### src/hw/rv_isa_pkg.sv
package rv_isa_pkg;

  //////////////////////////////////////////////////////////////////////
  // Widths
  //////////////////////////////////////////////////////////////////////

  localparam int XLEN       = 32;  // Data and address width
  localparam int REG_ADDR_W = 5;
  localparam int OPCODE_W   = 7;
  localparam int FUNCT3_W   = 3;
  localparam int FUNCT7_W   = 7;

  //////////////////////////////////////////////////////////////////////
  // Major opcodes, instr[6:0]
  //////////////////////////////////////////////////////////////////////

  typedef enum logic [OPCODE_W-1:0] {
    OPC_LOAD     = 7'b0000011,
    OPC_MISC_MEM = 7'b0001111,  // FENCE
    OPC_OP_IMM   = 7'b0010011,
    OPC_AUIPC    = 7'b0010111,
    OPC_STORE    = 7'b0100011,
    OPC_OP       = 7'b0110011,
    OPC_LUI      = 7'b0110111,
    OPC_BRANCH   = 7'b1100011,
    OPC_JALR     = 7'b1100111,
    OPC_JAL      = 7'b1101111,
    OPC_SYSTEM   = 7'b1110011
  } opcode_e;

  //////////////////////////////////////////////////////////////////////
  // Function fields
  //////////////////////////////////////////////////////////////////////

  // Shift encodings in funct3
  localparam logic [FUNCT3_W-1:0] FUNCT3_SLL     = 3'b001;
  localparam logic [FUNCT3_W-1:0] FUNCT3_SRL_SRA = 3'b101;

  // Bit 30 set selects SUB and SRA
  localparam logic [FUNCT7_W-1:0] FUNCT7_ALT = 7'b0100000;

endpackage

### src/hw/decode_pkg.sv
package decode_pkg;

  //////////////////////////////////////////////////////////////////////
  // ALU operations, encoded as {instr[30], funct3}
  //////////////////////////////////////////////////////////////////////

  typedef enum logic [3:0] {
    ALU_ADD  = 4'b0000,
    ALU_SLL  = 4'b0001,
    ALU_SLT  = 4'b0010,
    ALU_SLTU = 4'b0011,
    ALU_XOR  = 4'b0100,
    ALU_SRL  = 4'b0101,
    ALU_OR   = 4'b0110,
    ALU_AND  = 4'b0111,
    ALU_SUB  = 4'b1000,
    ALU_SRA  = 4'b1101
  } alu_op_e;

  //////////////////////////////////////////////////////////////////////
  // Stage payloads
  //////////////////////////////////////////////////////////////////////

  // One fetched instruction with its address
  typedef struct packed {
    logic [rv_isa_pkg::XLEN-1:0] instr;
    logic [rv_isa_pkg::XLEN-1:0] pc;
  } fetch_pkt_t;

  // Decoded instruction handed to execute
  typedef struct packed {
    alu_op_e                           alu_op;
    logic [rv_isa_pkg::REG_ADDR_W-1:0] rd;
    logic [rv_isa_pkg::REG_ADDR_W-1:0] rs1;
    logic [rv_isa_pkg::REG_ADDR_W-1:0] rs2;
    logic [rv_isa_pkg::XLEN-1:0]       imm;        // Sign-extended
    logic                              use_imm;    // Operand b is imm
    logic                              use_pc;     // Operand a is pc
    logic                              rd_we;
    logic                              lsu_valid;
    logic                              lsu_store;  // Store when set, else load
    logic [rv_isa_pkg::FUNCT3_W-1:0]   lsu_size;   // Raw funct3 of the access
    logic [rv_isa_pkg::XLEN-1:0]       pc;
    logic                              illegal;
  } uop_t;

endpackage

### src/hw/imm_gen.sv
`timescale 1ns/10ps

module imm_gen (
  input  logic [rv_isa_pkg::XLEN-1:0] instr_i,
  input  rv_isa_pkg::opcode_e         opcode_i,
  output logic [rv_isa_pkg::XLEN-1:0] imm_o
);

  logic [rv_isa_pkg::FUNCT3_W-1:0] funct3;
  logic                            is_shift;
  logic [rv_isa_pkg::XLEN-1:0]     imm_i_type;
  logic [rv_isa_pkg::XLEN-1:0]     imm_shamt;
  logic [rv_isa_pkg::XLEN-1:0]     imm_s_type;
  logic [rv_isa_pkg::XLEN-1:0]     imm_u_type;

  assign funct3   = instr_i[14:12];
  assign is_shift = (funct3 == rv_isa_pkg::FUNCT3_SLL) ||
                    (funct3 == rv_isa_pkg::FUNCT3_SRL_SRA);

  //////////////////////////////////////////////////////////////////////
  // Immediate formats
  //////////////////////////////////////////////////////////////////////

  assign imm_i_type = {{(rv_isa_pkg::XLEN-12){instr_i[31]}}, instr_i[31:20]};
  assign imm_shamt  = {{(rv_isa_pkg::XLEN-5){1'b0}}, instr_i[24:20]};  // Zero-extended
  assign imm_s_type = {{(rv_isa_pkg::XLEN-12){instr_i[31]}}, instr_i[31:25], instr_i[11:7]};
  assign imm_u_type = {instr_i[31:12], 12'b0};

  always_comb begin
    case (opcode_i)
      rv_isa_pkg::OPC_LOAD:   imm_o = imm_i_type;
      rv_isa_pkg::OPC_OP_IMM: imm_o = is_shift ? imm_shamt : imm_i_type;
      rv_isa_pkg::OPC_STORE:  imm_o = imm_s_type;
      rv_isa_pkg::OPC_LUI,
      rv_isa_pkg::OPC_AUIPC:  imm_o = imm_u_type;
      default:                imm_o = '0;  // No immediate used
    endcase
  end

endmodule

### src/hw/instr_decoder.sv
`timescale 1ns/10ps

module instr_decoder (
  input  decode_pkg::fetch_pkt_t pkt_i,
  output decode_pkg::uop_t       uop_o
);

  logic [rv_isa_pkg::XLEN-1:0]       instr;
  rv_isa_pkg::opcode_e               opcode;
  logic [rv_isa_pkg::FUNCT3_W-1:0]   funct3;
  logic [rv_isa_pkg::FUNCT7_W-1:0]   funct7;
  logic [rv_isa_pkg::REG_ADDR_W-1:0] rd;
  logic [rv_isa_pkg::REG_ADDR_W-1:0] rs1;
  logic [rv_isa_pkg::REG_ADDR_W-1:0] rs2;
  logic [rv_isa_pkg::XLEN-1:0]       imm;
  logic                              is_shift;
  logic                              bad_shift;

  //////////////////////////////////////////////////////////////////////
  // Instruction fields
  //////////////////////////////////////////////////////////////////////

  assign instr  = pkt_i.instr;
  assign opcode = rv_isa_pkg::opcode_e'(instr[rv_isa_pkg::OPCODE_W-1:0]);
  assign rd     = instr[11:7];
  assign funct3 = instr[14:12];
  assign rs1    = instr[19:15];
  assign rs2    = instr[24:20];
  assign funct7 = instr[31:25];

  assign is_shift  = (funct3 == rv_isa_pkg::FUNCT3_SLL) ||
                     (funct3 == rv_isa_pkg::FUNCT3_SRL_SRA);
  // Shift immediates allow only funct7 of zero or the SRA pattern
  assign bad_shift = is_shift && (funct7 != '0) && (funct7 != rv_isa_pkg::FUNCT7_ALT);

  imm_gen i_imm_gen (
    .instr_i  (instr),
    .opcode_i (opcode),
    .imm_o    (imm)
  );

  //////////////////////////////////////////////////////////////////////
  // Micro-op fill
  //////////////////////////////////////////////////////////////////////

  // Unread fields stay zero so the issue hold check sees only real sources
  always_comb begin
    uop_o    = '0;
    uop_o.pc = pkt_i.pc;

    case (opcode)
      rv_isa_pkg::OPC_OP: begin
        uop_o.alu_op = decode_pkg::alu_op_e'({instr[30], funct3});
        uop_o.rd     = rd;
        uop_o.rs1    = rs1;
        uop_o.rs2    = rs2;
        uop_o.rd_we  = 1'b1;
      end

      rv_isa_pkg::OPC_OP_IMM: begin
        if (bad_shift) begin
          uop_o.illegal = 1'b1;
        end else begin
          if (funct3 == rv_isa_pkg::FUNCT3_SRL_SRA) begin
            uop_o.alu_op = decode_pkg::alu_op_e'({instr[30], funct3});  // SRLI or SRAI
          end else begin
            uop_o.alu_op = decode_pkg::alu_op_e'({1'b0, funct3});
          end
          uop_o.rd      = rd;
          uop_o.rs1     = rs1;
          uop_o.imm     = imm;
          uop_o.use_imm = 1'b1;
          uop_o.rd_we   = 1'b1;
        end
      end

      rv_isa_pkg::OPC_LUI: begin
        uop_o.alu_op  = decode_pkg::ALU_ADD;  // x0 + imm
        uop_o.rd      = rd;
        uop_o.imm     = imm;
        uop_o.use_imm = 1'b1;
        uop_o.rd_we   = 1'b1;
      end

      rv_isa_pkg::OPC_AUIPC: begin
        uop_o.alu_op  = decode_pkg::ALU_ADD;  // pc + imm
        uop_o.rd      = rd;
        uop_o.imm     = imm;
        uop_o.use_imm = 1'b1;
        uop_o.use_pc  = 1'b1;
        uop_o.rd_we   = 1'b1;
      end

      rv_isa_pkg::OPC_LOAD,
      rv_isa_pkg::OPC_STORE: begin
        // Address is rs1 + imm for both
        uop_o.alu_op    = decode_pkg::ALU_ADD;
        uop_o.rs1       = rs1;
        uop_o.imm       = imm;
        uop_o.use_imm   = 1'b1;
        uop_o.lsu_valid = 1'b1;
        uop_o.lsu_store = instr[5];
        uop_o.lsu_size  = funct3;
        if (opcode == rv_isa_pkg::OPC_STORE) begin
          uop_o.rs2 = rs2;  // Store data
        end else begin
          uop_o.rd    = rd;
          uop_o.rd_we = 1'b1;
        end
      end

      rv_isa_pkg::OPC_MISC_MEM: begin
        uop_o.alu_op = decode_pkg::ALU_ADD;  // FENCE passes through with no writes
      end

      // Control flow, SYSTEM and unknown opcodes
      default: begin
        uop_o.illegal = 1'b1;
      end
    endcase
  end

endmodule

### src/hw/instr_queue.sv
`timescale 1ns/10ps

module instr_queue #(
  parameter int DEPTH = 4
) (
  input  logic                   clk_i,
  input  logic                   rstn_i,
  input  logic                   push_i,
  input  decode_pkg::fetch_pkt_t push_pkt_i,
  input  logic                   pop_i,
  output logic                   head_valid_o,
  output decode_pkg::fetch_pkt_t head_pkt_o,
  output logic                   credit_o
);

  localparam int PTR_W = (DEPTH > 1) ? $clog2(DEPTH) : 1;
  localparam int CNT_W = $clog2(DEPTH + 1);

  decode_pkg::fetch_pkt_t mem [DEPTH];

  logic [PTR_W-1:0] wr_ptr;
  logic [PTR_W-1:0] rd_ptr;
  logic [CNT_W-1:0] count;
  logic             do_push;
  logic             do_pop;

  // Wrap at DEPTH, which need not be a power of two
  function automatic logic [PTR_W-1:0] ptr_next(input logic [PTR_W-1:0] ptr);
    if (ptr == PTR_W'(DEPTH - 1)) begin
      return '0;
    end
    return ptr + PTR_W'(1);
  endfunction

  // Push ignored when full and pop ignored when empty
  assign do_push = push_i && (count != CNT_W'(DEPTH));
  assign do_pop  = pop_i && (count != '0);

  assign head_valid_o = (count != '0);
  assign head_pkt_o   = mem[rd_ptr];  // Read combinationally by decode

  always_ff @(posedge clk_i) begin
    if (do_push) begin
      mem[wr_ptr] <= push_pkt_i;
    end
  end

  always_ff @(posedge clk_i) begin
    if (!rstn_i) begin
      wr_ptr   <= '0;
      rd_ptr   <= '0;
      count    <= '0;
      credit_o <= 1'b0;  // Upstream starts with DEPTH credits
    end else begin
      if (do_push) begin
        wr_ptr <= ptr_next(wr_ptr);
      end
      if (do_pop) begin
        rd_ptr <= ptr_next(rd_ptr);
      end
      case ({do_push, do_pop})
        2'b10:   count <= count + CNT_W'(1);
        2'b01:   count <= count - CNT_W'(1);
        default: count <= count;
      endcase
      credit_o <= do_pop;  // One credit back per freed slot
    end
  end

endmodule

### src/hw/issue_stage.sv
`timescale 1ns/10ps

module issue_stage #(
  parameter int OUT_CREDITS = 2
) (
  input  logic             clk_i,
  input  logic             rstn_i,
  input  logic             head_valid_i,
  input  decode_pkg::uop_t uop_i,
  output logic             pop_o,
  input  logic             uop_credit_i,
  output logic             uop_valid_o,
  output decode_pkg::uop_t uop_o
);

  localparam int CNT_W = $clog2(OUT_CREDITS + 1);

  logic [CNT_W-1:0] credit_cnt;
  logic             rs1_hit;
  logic             rs2_hit;
  logic             hold;
  logic             issue;

  //////////////////////////////////////////////////////////////////////
  // Dependency hold
  //////////////////////////////////////////////////////////////////////

  // uop_o still holds last cycle's micro-op while uop_valid_o is high
  assign rs1_hit = (uop_i.rs1 != '0) && (uop_i.rs1 == uop_o.rd);
  assign rs2_hit = (uop_i.rs2 != '0) && (uop_i.rs2 == uop_o.rd);
  assign hold    = uop_valid_o && uop_o.rd_we && (rs1_hit || rs2_hit);

  assign issue = head_valid_i && (credit_cnt != '0) && !hold;
  assign pop_o = issue;  // Head leaves the queue as it is registered

  //////////////////////////////////////////////////////////////////////
  // Downstream credits
  //////////////////////////////////////////////////////////////////////

  always_ff @(posedge clk_i) begin
    if (!rstn_i) begin
      credit_cnt <= CNT_W'(OUT_CREDITS);
    end else begin
      // Issue and return in one cycle cancel out
      case ({issue, uop_credit_i})
        2'b10:   credit_cnt <= credit_cnt - CNT_W'(1);
        2'b01:   credit_cnt <= credit_cnt + CNT_W'(1);
        default: credit_cnt <= credit_cnt;
      endcase
    end
  end

  //////////////////////////////////////////////////////////////////////
  // Output register
  //////////////////////////////////////////////////////////////////////

  always_ff @(posedge clk_i) begin
    if (!rstn_i) begin
      uop_valid_o <= 1'b0;
    end else begin
      uop_valid_o <= issue;  // One-cycle pulse per micro-op
    end
  end

  always_ff @(posedge clk_i) begin
    if (issue) begin
      uop_o <= uop_i;
    end
  end

endmodule

### src/hw/rv_decode_top.sv
`timescale 1ns/10ps

module rv_decode_top #(
  parameter int INSTR_QUEUE_DEPTH = 4,
  parameter int OUT_CREDITS       = 2
) (
  input  logic                   clk_i,
  input  logic                   rstn_i,
  input  logic                   fetch_valid_i,
  input  decode_pkg::fetch_pkt_t fetch_pkt_i,
  output logic                   fetch_credit_o,
  output logic                   uop_valid_o,
  output decode_pkg::uop_t       uop_o,
  input  logic                   uop_credit_i
);

  logic                   head_valid;
  decode_pkg::fetch_pkt_t head_pkt;
  decode_pkg::uop_t       head_uop;
  logic                   pop;

  // Fetch side, credit per popped entry
  instr_queue #(
    .DEPTH (INSTR_QUEUE_DEPTH)
  ) i_instr_queue (
    .clk_i        (clk_i),
    .rstn_i       (rstn_i),
    .push_i       (fetch_valid_i),
    .push_pkt_i   (fetch_pkt_i),
    .pop_i        (pop),
    .head_valid_o (head_valid),
    .head_pkt_o   (head_pkt),
    .credit_o     (fetch_credit_o)
  );

  instr_decoder i_instr_decoder (
    .pkt_i (head_pkt),
    .uop_o (head_uop)
  );

  // Execute side
  issue_stage #(
    .OUT_CREDITS (OUT_CREDITS)
  ) i_issue_stage (
    .clk_i        (clk_i),
    .rstn_i       (rstn_i),
    .head_valid_i (head_valid),
    .uop_i        (head_uop),
    .pop_o        (pop),
    .uop_credit_i (uop_credit_i),
    .uop_valid_o  (uop_valid_o),
    .uop_o        (uop_o)
  );

endmodule

### config.mk
export PLATFORM = sky130hd
export DESIGN_NAME = rv_decode_top
export DESIGN_NICKNAME = d
export VERILOG_FILES = /design/src/hw/rv_isa_pkg.sv /design/src/hw/decode_pkg.sv /design/src/hw/imm_gen.sv /design/src/hw/instr_decoder.sv /design/src/hw/instr_queue.sv /design/src/hw/issue_stage.sv /design/src/hw/rv_decode_top.sv
export SDC_FILE = /design/constraint.sdc
export NUM_CORES = 1
export LEC_CHECK = 0
export ABC_AREA = 1
export ABC_CLOCK_PERIOD_IN_PS = 5840
export BUFFER_PORTS_ARGS = -buffer_cell sky130_fd_sc_hd__buf_2
export CAP_MARGIN = 20
export CORE_AREA = 2 2 151 167
export CTS_BUF_LIST = sky130_fd_sc_hd__clkbuf_8 sky130_fd_sc_hd__clkbuf_16
export CTS_CLUSTER_SIZE = 30
export DETAILED_ROUTE_END_ITERATION = 10
export DIE_AREA = 0 0 153 169
export PLACE_DENSITY = 0.83
export SYNTH_ARGS = -nofsm -noshare
export SYNTH_HDL_FRONTEND = slang
export SYNTH_SLANG_ARGS = --single-unit
### constraint.sdc
create_clock -name clk_i -period 5.84 [get_ports clk_i]
set_input_delay 1.168 -clock clk_i [delete_from_list [all_inputs] [get_ports clk_i]]
set_output_delay 1.168 -clock clk_i [all_outputs]
set_load 0.005 [all_outputs]
After elaboration in Yosys (flattened, before gate mapping)
Memory sizes are Yosys's and may differ from the RTL's. A register that Yosys moved wholly into a read port is not among the register bits.
Index checks and enable logic that the tools add are counted.
{"block": "totals", "mem_count": 1, "register_bits": 103, "inputBits": 68, "mem_bits_rw": 256, "word_cells": 106}
{"name": "i_instr_queue.mem", "depth": 4, "word_bits": 64, "rd": 1, "rd_clocked_by_memory_dff": 1, "write_ports": 1, "line_no": "instr_queue.sv:19", "rtl": "decode_pkg::fetch_pkt_t mem [DEPTH];"}
{"block": "op_classes", "eq_ne": 19, "add_sub_neg": 6, "n_reduce_logical": 26, "muxes": 35}
{"cell": "$pmux W32 S4", "count": 1}
{"cell": "$pmux W33 S2", "count": 1}
{"cell": "$mux W33", "count": 1}
{"cell": "$mux W32", "count": 1}
{"cell": "$eq A7 B6 Y1 const B", "count": 3}
{"cell": "$pmux W5 S2", "count": 2}
{"cell": "$mux W5", "count": 3}
{"cell": "$pmux W5 S3", "count": 1}
{"cell": "$eq A7 B5 Y1 const B", "count": 2}
{"cell": "$mux W14", "count": 1}
{"cell": "$mux W1", "count": 12}
{"cell": "$mux W2", "count": 6}
{"cell": "$eq A5 B5 Y1", "count": 2}
{"cell": "$logic_and A1 B1 Y1", "count": 10}
{"cell": "$reduce_bool A5 Y1", "count": 2}
{"cell": "$eq A2 B2 Y1 const B", "count": 4}
{"cell": "$pmux W4 S2", "count": 1}
{"cell": "$eq A7 B2 Y1 const B", "count": 1}
{"cell": "$eq A7 B4 Y1 const B", "count": 1}
{"cell": "$ne A7 B6 Y1 const B", "count": 1}
{"cell": "$reduce_bool A7 Y1", "count": 1}
{"cell": "$add A2 B1 Y2 const B", "count": 3}
{"cell": "$pmux W3 S2", "count": 1}
{"cell": "$reduce_bool A2 Y1", "count": 3}
{"cell": "other kinds (18)", "count": 22}

Depth between registers and ports, before layout
Gate-level depths: netlist (run 1).
{"block": "depth", "ltp_word": 18, "ltp_mapped": 29, "ltp_nobuf": 26}

Cells and area by module
From an unflattened synthesis (run 1), not the netlist that was laid out.
{"block": "unflattened", "cells_unflattened": 1136, "hier_area_um2": 14866.8}
{"module": "instr_queue", "cells_each": 691, "instances": 1, "seq_area_each_um2": 7887.6, "area_per_inst_um2": 10022.1}
{"module": "issue_stage", "cells_each": 171, "instances": 1, "seq_area_each_um2": 2822.7, "area_per_inst_um2": 3146.8}
{"module": "instr_decoder", "cells_each": 180, "instances": 1, "seq_area_each_um2": 0.0, "area_per_inst_um2": 1122.3}
{"module": "imm_gen", "cells_each": 94, "instances": 1, "seq_area_each_um2": 0.0, "area_per_inst_um2": 575.6}

Worst setup path after synthesis (run 1)
Ideal clock, no wire load.
{"block": "synth_timing", "kind": "input to register", "startpoint": "in fetch_valid_i", "endpoint": "mem i_instr_queue.mem[0][0] (netlist bit), enable pin", "required_ns": 5.353, "arrival_time_ns": 4.049, "setup_time_ns": 0.487, "n_path_buf": 0, "stages": 2, "slack_ns": 1.304, "cell_sequence": "o31ai_1 > nor2_1"}
{"block": "synth_between", "elab_chain_cells": 3}
{"element": "start: declaration", "line_no": "rv_decode_top.sv:9", "rtl": "input logic fetch_valid_i,"}
{"element": "$logic_and A1 B1 Y1", "line_no": "instr_queue.sv:36", "rtl": "assign do_push = push_i && (count != CNT_W'(DEPTH));"}
{"element": "$mux W1", "line_no": "instr_queue.sv:43", "rtl": "if (do_push) begin"}
{"element": "$mux W1 (implied by the code)", "line_no": "instr_queue.sv:44", "rtl": "mem[wr_ptr] <= push_pkt_i;"}
{"element": "end: declaration", "line_no": "instr_queue.sv:19"}
Every way passes these cells.

==> results.cfg, run 1 <==
[run_status]
status = finished, final reports clean

[sta]
finalHoldViolCount = 0
fmax_mhz = 224
fin_skew_ps = 23.1
fin_tns_setup_ps = 0
slew_headroom = 0.259
rsz0062_at_grt = false
finalWorstSetupSlack_ps = 1380
final-max-slew-violation-count = 0
setup_viol = 0
worst_pin_slew_ps = 1110
finalCritPeriodShare = 0.764
fin_crit_ps = 4460

[synthesis]
ys_types = 42
synth_most_common_cell = edfxtp_1
syn_area_mm2 = 0.0138
ys_warn_count = 0
syn_inst = 995
ys_ff_latch = 361
yosysSeqAreaShare = 0.775
avgSynthCellArea_um2 = 13.9
synthFlopType = edfxtp_1
synth_top_area_frac = 0.756
ys_top_cells_by_count = edfxtp_1, nand2_1, nor2_1
syn_nets = 1071
synth_edf_count = 348
netlist_top_cells_area = edfxtp_1, nand2_1, o21ai_0
asyncSetResetFlopFracSynth = 0
synth_top_cell_by_area = edfxtp_1

[grt]
grt-ovfl-total = 0
grt_max_degree = 128
antenna_found_initial = 7
grt_pass1_wl_um = 45200
grt_pass1_vias = 8475
grtUsageTotal = 0.225

[setup_path]
r2r_slack_ps = 1380
r2r_end = i_issue_stage.uop_o[46]
crit_type = flip-flop to flip-flop
critical_path.max_fanout = 127
crit_path_end_kind = flip-flop
ff2ff_path_depth = 18
crit_required_ps = 6000
crit_arrival_ps = 4620
start_kind = flip-flop

[clock_network]
cts_resized = 0
post_cts_buffers = 0
htreeDepth = 2
cts.path.max_buffers = 3
cts_tree = yes
clkTransAtPathRegs_ps = 60
clk_latency_ps = 530
cts_root_buf = clkbuf_16
cts.sinks = 361
ctsHoldBuffers = 0
cts-buffers-inserted = 35

[floorplan]
std_cell_rows = 60
die_x_um = 153
dieArea_mm2 = 0.0259
start_util = 0.570
fp.dieH_um = 169
io_pins = 162
core_mm2 = 0.0242

[run]
cap_viol_max_count = 0

[drt]
wirelength_um = 29300
drt_first_pass_iters = 7
drtIter0Drc = 931
drcViolationCount = 0
vias = 8561
postRouteAntennaNets = 0
post_drt_wl_per_cell_um = 19.6
vias_per_cell = 5.71

[worst_hold_path]
hold_depth = 1
hold_end = i_instr_queue.count[0]
worstHoldStart = i_instr_queue.count[0]
hp-class = flip-flop to flip-flop

[final_layout]
nets = 1233
drive_gt1_frac = 0.226
final_cell_count_no_fill = 1498
area_delta_synth_final_pct = 15.4

[placement]
hpwlAfterDp_um = 17600
place_inst = 1430
port_buffers = 161
dp_slack_ps = 1430
place.gp.congestion = 0.880

[pwr]
power.density_mw_per_mm2 = 524
power_leakage_uw = 0.00604
max-vdd-ir-drop_mv = 0.378
==> metal layers <==
| layer | GRT usage | vias up | part of all wire |
|---|---|---|---|
| met2 | 0.382 | 372 | 0.51 |
| met3 | 0.0486 | 62 | 0.076 |
| met1 | 0.292 | 4188 | 0.39 |
| met4 | 0.0753 | 4 | 0.026 |
| met5 | 0 | - | 0.00089 |
| li1 | - | 3935 | - |
==> through the flow <==
stage / utilization / hold WS (ps) / area, um2 / total power (uW)
2_1_floorplan: - / 443 / 13800 / 5420
3_3_place_gp: 0.614 / 475 / 14900 / 6180
3_5_place_dp: 0.614 / 516 / 14900 / 6290
4_1_cts: 0.658 / 526 / 15900 / 8380
5_1_grt: 0.658 / 544 / 16000 / 8790
6_report: 0.658 / 523 / 16000 / 8360
==> layout by cell type, fill, tap and decap left out, types with 5 or more instances in the layout <==
| cell type | n |
|---|---|
| diode_2 | 5 |
| nor2_1 | 121 |
| nand2_1 | 130 |
| nand2_2 | 12 |
| edfxtp_1 | 348 |
| o21ai_0 | 97 |
| clkinv_1 | 10 |
| or2_2 | 6 |
| inv_1 | 57 |
| a32o_1 | 8 |
| o22ai_1 | 42 |
| nor2_2 | 5 |
| nand3_1 | 35 |
| ha_1 | 7 |
| buf_4 | 7 |
| nor2_4 | 8 |
| a21oi_1 | 30 |
| clkinv_2 | 9 |
| buf_2 | 161 |
| dfxtp_1 | 11 |
| clkbuf_16 | 35 |
==> report_power, final <==
part,switching [uW],internal [uW]
logic,1680,716
clock network,944,1150
registers,242,3620
total,2870,5490
==> kinds of logic after synthesis <==
family | share of synthesized area
DFF | 0.775
adders and majority gates | 0.00778
xor gates and xnor gates | 0.000634
AOI/OAI and AO/OA | 0.0784
and+or+nand+nor | 0.104
buffers and inverters | 0.0341
==> critical path: stages, from the launching register on <==
cell and delay (ps):
dfxtp_4 500, inv_8 530, nand2_1 150, nand3_1 100, nand2_1 130, nand2_1 120
nor2_2 60, o21ai_2 180, nand3_2 260, o21ai_0 180, nand2_1 90, nand2_1 70
nand2_1 40, nand3_1 60, nand2_1 100, nand2_2 100, nand2_4 80, clkinv_2 480
buf_4 710
==> sequential cells by signal, summed over array words and instances, names as in the netlist, named ones only <==
register                   flops
i_instr_queue.mem            256
i_issue_stage.uop_o           92
i_instr_queue.count            3
i_instr_queue.rd_ptr           2
i_instr_queue.wr_ptr           2
i_issue_stage.credit_cnt       2
i_instr_queue.credit_o         1
i_issue_stage.uop_valid_o      1
==> cell type report <==
class	count	area, um2
Antenna cell	5	12.5
Clock buffer	35	876
Clock inverter	28	193
Fill cell	1651	8290
Inverter	60	236
Multi-Input combinational cell	531	2680
Sequential cell	361	10700
Tap cell	310	388
Timing Repair Buffer	168	858
==> worst max-delay path by stage <==
stage	start	to	slack, ps	cells past startpoint
after floorplan	fetch_valid_i	i_instr_queue.mem[0][0]	1300	2
after global placement	flip-flop	i_issue_stage.uop_o[72]	1570	19
after detailed placement	flip-flop	i_issue_stage.uop_o[70]	1430	19
after CTS	flip-flop	i_issue_stage.uop_o[79]	1370	18
after global routing	flip-flop	i_issue_stage.uop_o[47]	920	18
final	flip-flop	i_issue_stage.uop_o[46]	1380	18
(Power assumes the default switching activity.)
==> run 2: changes to the inputs <==
--- a/config.mk
+++ b/config.mk
@@ -6,15 +6,15 @@
 export NUM_CORES = 1
 export LEC_CHECK = 0
 export ABC_AREA = 1
-export ABC_CLOCK_PERIOD_IN_PS = 5840
+export ABC_CLOCK_PERIOD_IN_PS = 3930
 export BUFFER_PORTS_ARGS = -buffer_cell sky130_fd_sc_hd__buf_2
 export CAP_MARGIN = 20
-export CORE_AREA = 2 2 151 167
+export CORE_AREA = 2 2 159 177
 export CTS_BUF_LIST = sky130_fd_sc_hd__clkbuf_8 sky130_fd_sc_hd__clkbuf_16
 export CTS_CLUSTER_SIZE = 30
 export DETAILED_ROUTE_END_ITERATION = 10
-export DIE_AREA = 0 0 153 169
-export PLACE_DENSITY = 0.83
+export DIE_AREA = 0 0 161 179
+export PLACE_DENSITY = 0.78
 export SYNTH_ARGS = -nofsm -noshare
 export SYNTH_HDL_FRONTEND = slang
 export SYNTH_SLANG_ARGS = --single-unit
==> constraint.sdc (replaced) <==
create_clock -name clk_i -period 3.93 [get_ports clk_i]
set_input_delay 0.786 -clock clk_i [delete_from_list [all_inputs] [get_ports clk_i]]
set_output_delay 0.786 -clock clk_i [all_outputs]
set_load 0.005 [all_outputs]
==> results.cfg, run 2 (synthesized netlist as in run 1, its figures left out) <==
[sta]
final-max-slew-violation-count = 0
slew_headroom = 0.327
fin_crit_ps = 3730
worst_pin_slew_ps = 1010
finalCritPeriodShare = 0.950
fin_skew_ps = 20.5
finalHoldViolCount = 0
fmax_mhz = 268
setup_viol = 0

[pwr]
power.density_mw_per_mm2 = 787
finalPower_uw = 12800
max-vdd-ir-drop_mv = 0.688
power_leakage_uw = 0.00618

[placement]
hpwlAfterDp_um = 17700
port_buffers = 161
place.gp.congestion = 0.853

[final_layout]
largest_reg_flops = 256
nFillCells = 2015
final_cell_mix = edfxtp_1, buf_2, nand2_1, nor2_1, o21ai_0
final_util = 0.599
regMostFlops = i_instr_queue.mem
area_delta_synth_final_pct = 18.0
nets = 1245
reg_top3 = i_instr_queue.mem x256, i_issue_stage.uop_o x92, i_instr_queue.count x3
layout_commonest_cell = edfxtp_1
drive_gt1_frac = 0.233

[drt]
vias = 8571
post_drt_wl_per_cell_um = 18.8
drtIter0Drc = 839
drcViolationCount = 0
vias_per_cell = 5.47
wirelength_um = 29400
postRouteAntennaNets = 0
drt_first_pass_iters = 5

[grt]
grt_max_degree = 75
grt_pass1_vias = 8306
antenna_found_initial = 12
grt_pass1_wl_um = 44800
grtUsageTotal = 0.203
grt-ovfl-total = 0

[clock_network]
clkTransAtPathRegs_ps = 70
htreeDepth = 2
cts_tree = yes
cts-buffers-inserted = 35
cts.path.max_buffers = 3
ctsHoldBuffers = 0
cts.sinks = 361
cts_root_buf = clkbuf_16
clk_latency_ps = 530

[floorplan]
dieArea_mm2 = 0.0288
die_x_um = 161
io_pins = 162
core_mm2 = 0.0272
start_util = 0.508
fp.dieH_um = 179
std_cell_rows = 64

[run]
cap_viol_max_count = 0

[setup_path]
crit_arrival_ps = 4150
crit_type = flip-flop to flip-flop
crit_required_ps = 4340
critical-path-top-delay-family = compound AO/OA/AOI/OAI gates
max_stage_delay_ps = 450
critical_path.max_fanout = 61
path_cells = inv_16 > buf_4 > o21ai_0 > o22ai_1 > nand2_1 > o22ai_1 > a21oi_1 > nand3_1 > nand2_1 > nand2_2 > nand2_4 > inv_1 > ha_1 > inv_1 > fa_1 > a21oi_1 > o21ai_0 > o21ai_0 > a21oi_1
worstPathBufferInverterCount = 4
slowest_stage = o22ai_1
crit_path_end_kind = flip-flop
start_kind = flip-flop

[run_status]
status = finished, final reports clean

[worst_hold_path]
hp-class = input port to flip-flop
run 2: cell count changes in the layout (fill, tap and decap cells not counted):
cell	change
buf_12	+4
buf_4	+4
buf_6	+4
bufinv_16	+4
clkinv_1	-5
clkinv_2	-8
clkinv_4	+2
clkinvlp_4	+1
diode_2	+4
inv_1	+5
inv_16	+1
inv_8	-1
nand3_2	-1
nand3_4	+1
run 2: where the power goes:
group / switching (uW) / total (uW) / internal, uW
clock: 1410 / 3390 / 1980
sequential: 290 / 5650 / 5360
combinational: 2630 / 3800 / 1180
run 2: area by class of cell:
| cell class | count | area [um2] | area share |
|---|---|---|---|
| Sequential cell | 361 | 10700 | 0.657 |
| Clock buffer | 35 | 876 | 0.0537 |
| Tap cell | 363 | 454 | 0.0278 |
| Multi-Input combinational cell | 531 | 2690 | 0.165 |
| Timing Repair Buffer | 180 | 1010 | 0.0621 |
| Antenna cell | 9 | 22.5 | 0.00138 |
| Inverter | 60 | 248 | 0.0152 |
| Clock inverter | 27 | 295 | 0.0181 |
run 2: metrics by stage:
step / instance area, um2 / worst slack (ps) / hold slack (ps) / instances / setup TNS (ps)
after floorplan: 13800 / -224 / 443 / 995 / -57260
after global placement: 15100 / 363 / 473 / 1493 / 0
after detailed placement: 15100 / 221 / 502 / 1493 / 0
after CTS: 16200 / 87.6 / 449 / 1555 / 0
after global routing: 16300 / -29.9 / 456 / 1564 / -29.9
final: 16300 / 196 / 466 / 1566 / 0
run 2: routing by layer:
layer / vias up / GRT usage / wire length (um)
met5: - / 0 / 30
met4: 4 / 0.0960 / 1120
met3: 70 / 0.0414 / 2030
met2: 376 / 0.334 / 14300
met1: 4169 / 0.261 / 11900
li1: 3952 / - / -
run 2: path summary, 6_finish.rpt:
check                         start                  endpoint  slack (ps)  depth (start not counted)
min                 fetch_pkt_i[49]  i_instr_queue.mem[3][49]         470                          1
max reg2reg               flip-flop    i_instr_queue.count[2]         200                         19
min reg2reg  i_instr_queue.count[0]    i_instr_queue.count[0]         520                          1
max                       flip-flop    i_instr_queue.count[2]         200                         19
run 2: repair_timing:
| action | in CTS | in global routing |
|---|---|---|
| endpoints found under the setup margin | 0 | 1 |
| resized for setup | 0 | 7 |
| endpoints found under the hold margin | 0 | 0 |
| buffers inserted | 0 | 2 |
